--- src/verilog/lsu_defines.svh ---
/*
  Shared widths and opcodes for the load/store unit
    XLEN and PA_BITS data and physical address widths
    AMO_* funct5 codes of the RISC-V A extension
*/

`ifndef LSU_DEFINES_SVH
`define LSU_DEFINES_SVH

// Data word and physical address widths
`define XLEN    32
`define PA_BITS 32

// Atomic memory operation codes, as found in instr[31:27]
`define AMO_ADD  5'b00000
`define AMO_SWAP 5'b00001
`define AMO_XOR  5'b00100
`define AMO_OR   5'b01000
`define AMO_AND  5'b01100
`define AMO_MIN  5'b10000
`define AMO_MAX  5'b10100
`define AMO_MINU 5'b11000
`define AMO_MAXU 5'b11100

`endif

--- src/verilog/lsu_pkg.sv ---
/*
  Types shared by the load/store unit
    wordT, paddrT, memRwT, funct3T, amoOpT vector types
    cpuCtrlT memory-stage control word
    busReqT request fields driven onto the word bus
    busStateT bus sequencer states
*/

`default_nettype none

`include "lsu_defines.svh"

package lsu_pkg;

  typedef logic [`XLEN-1:0]    wordT;
  typedef logic [`PA_BITS-1:0] paddrT;

  // Access kind: 10 read, 01 write, 11 AMO, 00 none
  typedef logic [1:0] memRwT;

  // Bits 1:0 are the size, bit 2 asks for zero extension
  typedef logic [2:0] funct3T;
  typedef logic [4:0] amoOpT;

  // Control word of the instruction sitting in the memory stage
  typedef struct packed {
    memRwT      memRw;
    funct3T     funct3;
    amoOpT      amoOp;
    logic [1:0] atomic;   // 01 AMO, 10 LR/SC
  } cpuCtrlT;

  // Everything the unit drives toward the bus slave
  typedef struct packed {
    paddrT      adr;
    logic       read;
    logic       write;
    logic [1:0] size;
    wordT       wdata;
  } busReqT;

  typedef enum logic [1:0] {IDLE, READ, WRITE, DONE} busStateT;

endpackage

`default_nettype wire

--- src/verilog/subwordDp.sv ---
/*
  Subword datapath
    load side picks the byte or halfword lane and extends it
    store side replicates the low byte or halfword into all lanes
*/

`timescale 1ns/1ps
`default_nettype none

`include "lsu_defines.svh"

module subwordDp import lsu_pkg::*; (
  input  logic [1:0] adrLow,
  input  funct3T     funct3,
  input  wordT       rawWord,
  input  wordT       storeData,
  output wordT       loadData,
  output wordT       laneData
);

  logic [7:0]  byteLane;
  logic [15:0] halfLane;

  // Byte lane chosen by the two low address bits
  always_comb begin
    case (adrLow)
      2'b00:   byteLane = rawWord[7:0];
      2'b01:   byteLane = rawWord[15:8];
      2'b10:   byteLane = rawWord[23:16];
      default: byteLane = rawWord[31:24];
    endcase
  end

  // Halfword lane only depends on bit 1 since bit 0 is known clear
  assign halfLane = adrLow[1] ? rawWord[31:16] : rawWord[15:0];

  // Funct3 bit 2 turns the sign extension into zero extension
  always_comb begin
    case (funct3)
      3'b000:  loadData = {{(`XLEN-8){byteLane[7]}}, byteLane};
      3'b001:  loadData = {{(`XLEN-16){halfLane[15]}}, halfLane};
      3'b100:  loadData = {{(`XLEN-8){1'b0}}, byteLane};
      3'b101:  loadData = {{(`XLEN-16){1'b0}}, halfLane};
      default: loadData = rawWord;
    endcase
  end

  // Copies go to every lane; the slave keeps the ones named by size and address
  always_comb begin
    case (funct3[1:0])
      2'b00:   laneData = {(`XLEN/8){storeData[7:0]}};
      2'b01:   laneData = {(`XLEN/16){storeData[15:0]}};
      default: laneData = storeData;
    endcase
  end

endmodule

`default_nettype wire

--- src/verilog/amoUnit.sv ---
/*
  Atomic support for the load/store unit
    single LR reservation and SC squash decision
    access kind handed on to the bus sequencer
    AMO arithmetic on the old memory word and the register operand
*/

`timescale 1ns/1ps
`default_nettype none

`include "lsu_defines.svh"

module amoUnit import lsu_pkg::*; (
  input  logic    clk,
  input  logic    rst,
  input  cpuCtrlT ctrlM,
  input  paddrT   adrM,
  input  wordT    oldWord,
  input  wordT    operand,
  input  logic    readAck,
  input  logic    done,
  output memRwT   lsuRw,
  output logic    squashSc,
  output wordT    amoResult
);

  logic [`PA_BITS-1:2] resAdr;
  logic                resValid;
  logic                isLr;
  logic                isSc;
  logic                resHit;
  logic                lessSigned;
  logic                lessUnsigned;

  // LR is the read and SC the write of the LR/SC atomic class
  assign isLr = (ctrlM.atomic == 2'b10) & (ctrlM.memRw == 2'b10);
  assign isSc = (ctrlM.atomic == 2'b10) & (ctrlM.memRw == 2'b01);

  // Reservations are kept at word granularity
  assign resHit = resValid & (resAdr == adrM[`PA_BITS-1:2]);

  // A failing SC is turned into a no-op so it never reaches the bus
  assign squashSc = isSc & ~resHit;
  assign lsuRw    = squashSc ? 2'b00 : ctrlM.memRw;

  // The reservation is taken when the LR data comes back
  // Any SC gives it up, whether it wrote or was squashed
  always_ff @(posedge clk) begin
    if (rst) begin
      resValid <= 1'b0;
    end else if (isLr & readAck) begin
      resValid <= 1'b1;
    end else if (isSc & (done | squashSc)) begin
      resValid <= 1'b0;
    end
  end

  always_ff @(posedge clk) begin
    if (isLr & readAck) begin
      resAdr <= adrM[`PA_BITS-1:2];
    end
  end

  ////////////////////////////////////////
  // AMO arithmetic
  ////////////////////////////////////////

  // Both comparisons ask whether the memory word is the smaller one
  assign lessSigned   = $signed(oldWord) < $signed(operand);
  assign lessUnsigned = oldWord < operand;

  always_comb begin
    case (ctrlM.amoOp)
      `AMO_SWAP: amoResult = operand;
      `AMO_ADD:  amoResult = oldWord + operand;
      `AMO_XOR:  amoResult = oldWord ^ operand;
      `AMO_AND:  amoResult = oldWord & operand;
      `AMO_OR:   amoResult = oldWord | operand;
      `AMO_MIN:  amoResult = lessSigned ? oldWord : operand;
      `AMO_MAX:  amoResult = lessSigned ? operand : oldWord;
      `AMO_MINU: amoResult = lessUnsigned ? oldWord : operand;
      `AMO_MAXU: amoResult = lessUnsigned ? operand : oldWord;
      // Unknown codes store the operand unchanged, like a swap
      default:   amoResult = operand;
    endcase
  end

endmodule

`default_nettype wire

--- src/verilog/busFsm.sv ---
/*
  Bus sequencer for the load/store unit
    read, write and AMO read-then-write phases
    capture of the read word
    pipeline stall, committed level, read ack and done strobes
*/

`timescale 1ns/1ps
`default_nettype none

module busFsm import lsu_pkg::*; (
  input  logic       clk,
  input  logic       rst,
  input  logic       stallM,
  input  memRwT      lsuRw,
  input  logic       ignore,
  input  paddrT      adrM,
  input  logic [1:0] size,
  input  wordT       wdataRead,
  input  wordT       wdataAmo,
  input  logic       busAck,
  input  wordT       busRdata,
  output busReqT     busReq,
  output wordT       captured,
  output logic       busStall,
  output logic       committed,
  output logic       readAck,
  output logic       done
);

  busStateT state;
  busStateT nextState;
  logic     live;
  logic     isAmo;
  logic     readPhase;
  logic     writePhase;

  assign live  = (lsuRw != 2'b00) & ~ignore;
  assign isAmo = (lsuRw == 2'b11);

  // The request goes out straight from IDLE, so a slave can ack in the first cycle
  assign readPhase  = (state == READ) | ((state == IDLE) & live & lsuRw[1]);
  assign writePhase = (state == WRITE) | ((state == IDLE) & live & (lsuRw == 2'b01));

  always_ff @(posedge clk) begin
    if (rst) begin
      state <= IDLE;
    end else begin
      state <= nextState;
    end
  end

  always_comb begin
    nextState = state;
    case (state)
      IDLE, READ: begin
        if (readPhase) begin
          // An AMO turns its read into a write of the combined result
          if (busAck) nextState = isAmo ? WRITE : DONE;
          else nextState = READ;
        end else if (writePhase) begin
          nextState = busAck ? DONE : WRITE;
        end
      end
      WRITE: if (busAck) nextState = DONE;
      // Waiting here while the CPU stalls keeps the access from being issued twice
      DONE:  if (!stallM) nextState = IDLE;
      default: nextState = IDLE;
    endcase
  end

  ////////////////////////////////////////
  // Outputs
  ////////////////////////////////////////

  // The read word is kept for the load result and as the AMO old value
  always_ff @(posedge clk) begin
    if (readAck) begin
      captured <= busRdata;
    end
  end

  assign readAck = readPhase & busAck;
  // Last ack of the access: a plain read, or the write of a store or an AMO
  assign done    = (readAck & ~isAmo) | (writePhase & busAck);

  // Stall falls in DONE, the cycle after the final ack
  assign busStall  = readPhase | writePhase;
  assign committed = (state != IDLE);

  // The CPU is stalled for the whole access, so adrM and size hold still
  assign busReq.adr   = adrM;
  assign busReq.read  = readPhase;
  assign busReq.write = writePhase;
  assign busReq.size  = size;
  assign busReq.wdata = isAmo ? wdataAmo : wdataRead;

endmodule

`default_nettype wire

--- src/verilog/lsu.sv ---
/*
  Memory-stage load/store unit top level
    adrM pipeline register
    misalignment faults and request ignore
    stall and commit outputs toward the hazard and trap logic
    subword datapath, atomic unit and bus sequencer instances
*/

`timescale 1ns/1ps
`default_nettype none

module lsu import lsu_pkg::*; (
  input  logic    clk,
  input  logic    rst,
  input  logic    stallM,
  input  logic    flushM,
  input  logic    trapM,
  input  paddrT   adrE,
  input  cpuCtrlT ctrlM,
  input  wordT    writeDataM,
  output logic    lsuStall,
  output wordT    readDataM,
  output logic    committedM,
  output logic    squashSc,
  output logic    loadMisalignedFault,
  output logic    storeMisalignedFault,
  output busReqT  busReq,
  input  logic    busAck,
  input  wordT    busRdata
);

  paddrT adrM;
  memRwT lsuRw;
  wordT  captured;
  wordT  amoResult;
  wordT  laneData;
  logic  accessM;
  logic  misaligned;
  logic  ignore;
  logic  busStall;
  logic  committed;
  logic  readAck;
  logic  done;
  logic  scFail;

  ////////////////////////////////////////
  // Address register and faults
  ////////////////////////////////////////

  // The address follows the instruction from execute into memory
  always_ff @(posedge clk) begin
    if (rst) begin
      adrM <= '0;
    end else if (flushM) begin
      adrM <= '0;
    end else if (!stallM) begin
      adrM <= adrE;
    end
  end

  // Halfwords need an even address, words a multiple of four
  always_comb begin
    case (ctrlM.funct3[1:0])
      2'b01:   misaligned = adrM[0];
      2'b10:   misaligned = |adrM[1:0];
      default: misaligned = 1'b0;
    endcase
  end

  // Faults are checked on the raw access kind, before any SC squash
  assign accessM              = |ctrlM.memRw;
  assign loadMisalignedFault  = accessM & misaligned & (ctrlM.memRw == 2'b10);
  assign storeMisalignedFault = accessM & misaligned & (ctrlM.memRw != 2'b10);

  // A faulting or trapped instruction never reaches the bus
  assign ignore = misaligned | trapM;

  // Only the bus sequencer can hold the pipeline in this unit
  assign lsuStall   = busStall;
  // Once a bus phase has started, an interrupt must wait for the access to finish
  assign committedM = committed;

  // A successful SC has already given up its reservation by the time it sits in DONE
  assign squashSc = scFail & ~committed;

  ////////////////////////////////////////
  // Datapath blocks
  ////////////////////////////////////////

  // Load extraction works on the captured bus word; store lanes come from writeDataM
  subwordDp subwordDp (
    .adrLow   (adrM[1:0]),
    .funct3   (ctrlM.funct3),
    .rawWord  (captured),
    .storeData(writeDataM),
    .loadData (readDataM),
    .laneData (laneData)
  );

  amoUnit amoUnit (
    .clk, .rst, .ctrlM, .adrM,
    .oldWord  (captured),
    .operand  (writeDataM),
    .squashSc (scFail),
    .readAck, .done, .lsuRw, .amoResult
  );

  // AMOs are always word sized, so amoResult already fills every lane
  busFsm busFsm (
    .clk, .rst, .stallM, .lsuRw, .ignore, .adrM,
    .size     (ctrlM.funct3[1:0]),
    .wdataRead(laneData),
    .wdataAmo (amoResult),
    .busAck, .busRdata, .busReq, .captured,
    .busStall, .committed, .readAck, .done
  );

endmodule

`default_nettype wire

--- config.mk ---
export PLATFORM = sky130hd
export DESIGN_NAME = lsu
export DESIGN_NICKNAME = d
export VERILOG_FILES = /design/src/verilog/lsu_pkg.sv /design/src/verilog/subwordDp.sv /design/src/verilog/amoUnit.sv /design/src/verilog/busFsm.sv /design/src/verilog/lsu.sv
export VERILOG_INCLUDE_DIRS = /design/src /design/src/verilog
export SDC_FILE = /design/constraint.sdc
export NUM_CORES = 1
export LEC_CHECK = 0
export BUFFER_PORTS_ARGS = -buffer_cell sky130_fd_sc_hd__buf_2
export CAP_MARGIN = 20
export CORE_MARGIN = 2
export CORE_UTILIZATION = 44
export CTS_CLUSTER_SIZE = 40
export DETAILED_ROUTE_END_ITERATION = 6
export PLACE_DENSITY = 0.73
export SLEW_MARGIN = 20
export SYNTH_ARGS = -nofsm -noshare
export SYNTH_HDL_FRONTEND = slang
export SYNTH_HIERARCHICAL = 1
export SYNTH_SLANG_ARGS = --single-unit
--- constraint.sdc ---
create_clock -name clk -period 6.17 [get_ports clk]
set_input_delay 0.3085 -clock clk [delete_from_list [all_inputs] [get_ports clk]]
set_output_delay 0.3085 -clock clk [all_outputs]
set_load 0.05 [all_outputs]
==> results.md <==
- CP Capture Type: primary output
- CP Launch Type: register
- DPL Wire Length: 27,860 um
- Max-Cap Viols: 0
- Vias in the first global route: 9,227
- Total power: 2.201 mW
- Routability Congestion: 1.028
- Critical path peak fanout: 15
- Worst path max stage delay: 0.65 ns
- Synth Instances: 1,250
- Worst-case clock buffer depth: 2
- Number of synthesized flops with an enable pin: 62
- Chip width: 158.3 um
- Avg Cell Area, Syn: 8.385 um^2
- CTS tree: built
- CTS buffer count: 9
- Synth Cell Area: 10,480 um^2
- Slowest-stage cell, CP: and3_1
- Synth unique cells: 84
- Worst-Margin Slew: 1.096 ns
- Critical path, cell by cell: inv_1 -> ha_1 -> inv_2 -> a21oi_1 -> o31ai_1 -> a2111oi_2 -> o21ai_2 -> a211oi_1 -> or3_1 -> and3_1 -> buf_4 -> o21ai_1 -> a221oi_1 -> mux2_2 -> buf_2
- Power per cell area: 189.5 nW/um^2
- Final Cycle Share: 86.34%
- FFs w/ async S/R, synth: 0%
- Initial antenna violation count: 2
- # IOs: 219
- Share of cells above drive strength 1: 23.98%
- Seq/Total Area, Yosys: 24.45%
- CTS Hold Bufs: 0
- Initial core utilization: 44.79%
- Clock root buffer: clkbuf_16
- Setup Crit Path Kind: reg -> out
- Port Buf Inserts: 218
- Leak: 5.282 nW
- Worst-path clk slew: 0.07 ns
- Clock latency on the worst-skew pair: 0.34 ns
- Fmax: 187.7 MHz
- Gr usage total: 28.27%
- Post-route cell area: 11,610 um^2
- Grt total ovfl: 0
- Ys flop type: edfxtp_1
- Resized cells post-CTS: 0
- # clock sinks: 97
- Final net count: 1,580
- Drt first-iter violations: 975
- Count of final setup violators: 0
- Worst Clk Skew: 0.009560 ns
- VDD IR max: 255.3 uV
- H-tree depth: 3
- Synthesized Nets: 1,463
- Die area: 25,070 um^2
- Routed WL per cell: 21.42 um
- Vias/cell: 5.989
- Final TNS setup: 0 ns
- Pin count of the biggest net entering global routing: 64
- Min Clock Period, post-route: 5.327 ns
- Antenna Violating Nets Remaining: 0
- Crit path DAT: 5.02 ns
- Total setup buffers inserted after CTS: 0
- Placed Instance Area: 11,310 um^2
- P&R area growth vs syn: 10.82%
- Worst hold margin: 0.1437 ns
- Die height: 158.3 um
- Final WL: 36,240 um
- Hold WC Path Type: in -> reg
- Total number of vias: 10,130
- Yosys reg bits: 97
- Crit-path leading delay family: compound AO/OA/AOI/OAI gates
- DRC viols: 0
- Drt pass-1 iters: 6
- RSZ-0062 raised after global routing: no
- Slew Limit Fails: 0
- Crit path required time: 5.86 ns
- Worst slew margin: 26.88%
- Rows: 56
- First-pass GRT wire length: 53,780 um
- Final hold violations: 0
- Syn. warnings: 6
- WP buf/inv: 4
- Status: completed
- Core Area: 23,400 um^2
[layout by cell type (no fill, tap or decap), drive strengths merged, types with 8 or more instances in the layout]
| cell | instances |
|---|---|
| buf | 231 |
| nand2 | 110 |
| ha | 98 |
| nor2 | 96 |
| inv | 96 |
| a21oi | 84 |
| o21ai | 80 |
| edfxtp | 62 |
| mux2 | 50 |
| xnor2 | 48 |
| mux2i | 46 |
| dfxtp | 35 |
| a21o | 24 |
| nand4 | 21 |
| nand2b | 16 |
| nor2b | 15 |
| a22oi | 14 |
| a221oi | 14 |
| nor3 | 13 |
| a211oi | 12 |
| a221o | 12 |
| nor4 | 11 |
| o22ai | 11 |
| o21a | 10 |
| nand3 | 10 |
| a31oi | 10 |
| clkbuf | 10 |
| o31ai | 9 |
| o211ai | 9 |
| xor2 | 9 |
| a2111oi | 9 |
| a32oi | 8 |
[final timing paths]
check	from	end	slack, ns	cells past startpoint
setup reg to reg	adrM[0]	amoUnit/resAdr[19]	2.96	8
hold reg to reg	adrM[2]	amoUnit/resAdr[2]	0.52	0
hold / removal	busRdata[31]	busFsm/captured[31]	0.14	1
setup / recovery	busFsm/captured[11]	busReq[0]	0.84	15
[cell type report]
cell class / instances / area [um^2]
diodes: 1 / 2.502
clock buffers: 10 / 229.0
clock inverters: 6 / 75.07
fillers: 2325 / 11790
inverters: 94 / 352.8
multi-input cells: 934 / 6805
flip-flops and latches: 97 / 2562
well taps: 319 / 399.1
repair buffers: 231 / 1189
[logic make-up (layout without fill, tap and decap cells)]
family          after synthesis  after routing  share of synthesized area, %
mux                          96             96                         9.801
compound gates              353            353                         23.13
simple gates                329            329                         15.22
buf+inv                     219            341                         10.74
xor+xnor                     57             57                         4.763
flops                        97             97                         24.45
other cells                   0              1                             0
fa+ha+maj                    99             99                         11.89
[registers in the layout (all words and copies together) (netlist names)]
register	flops
adrM	32
amoUnit/resValid	1
busFsm/captured	32
amoUnit/resAdr	30
busFsm/state	2
[synthesized netlist by cell type (all sizes together), types with 24 or more instances]
master,n,area (um^2)
mux2i,46,460.4
edfxtp,62,1862
buf,73,578.1
nor2,96,379.1
inv,93,349.1
mux2,50,566.8
clkbuf,52,195.2
a21o,24,180.2
nand2,110,415.4
o21ai,80,404.1
ha,98,1226
dfxtp,35,700.7
a21oi,84,420.4
xnor2,48,420.4
[report_power, final]
part / internal (mW) / switching [mW]
clock: 0.321 / 0.246
combinational: 0.280 / 0.590
sequential: 0.717 / 0.0469
total: 1.32 / 0.883
[metrics by stage]
step | cells | setup WS (ns) | util [%]
2_1_floorplan | 1250 | 1.236 | -
3_3_place_gp | 1675 | 1.369 | 48.32
3_5_place_dp | 1675 | 1.307 | 48.32
4_1_cts | 1691 | 0.9071 | 49.62
5_1_grt | 1692 | 0.6038 | 49.63
6_report | 1692 | 0.8426 | 49.63
[per-layer routing]
layer / track usage [%] / share of wire (%) / vias to the layer above
li1: - / - / 4688
met1: 36.58 / 40 / 4808
met2: 45.40 / 45 / 555
met3: 5.770 / 10 / 83
met4: 12.96 / 4.3 / 0
met5: 0 / 0 / -
(Power assumes the default switching activity.)
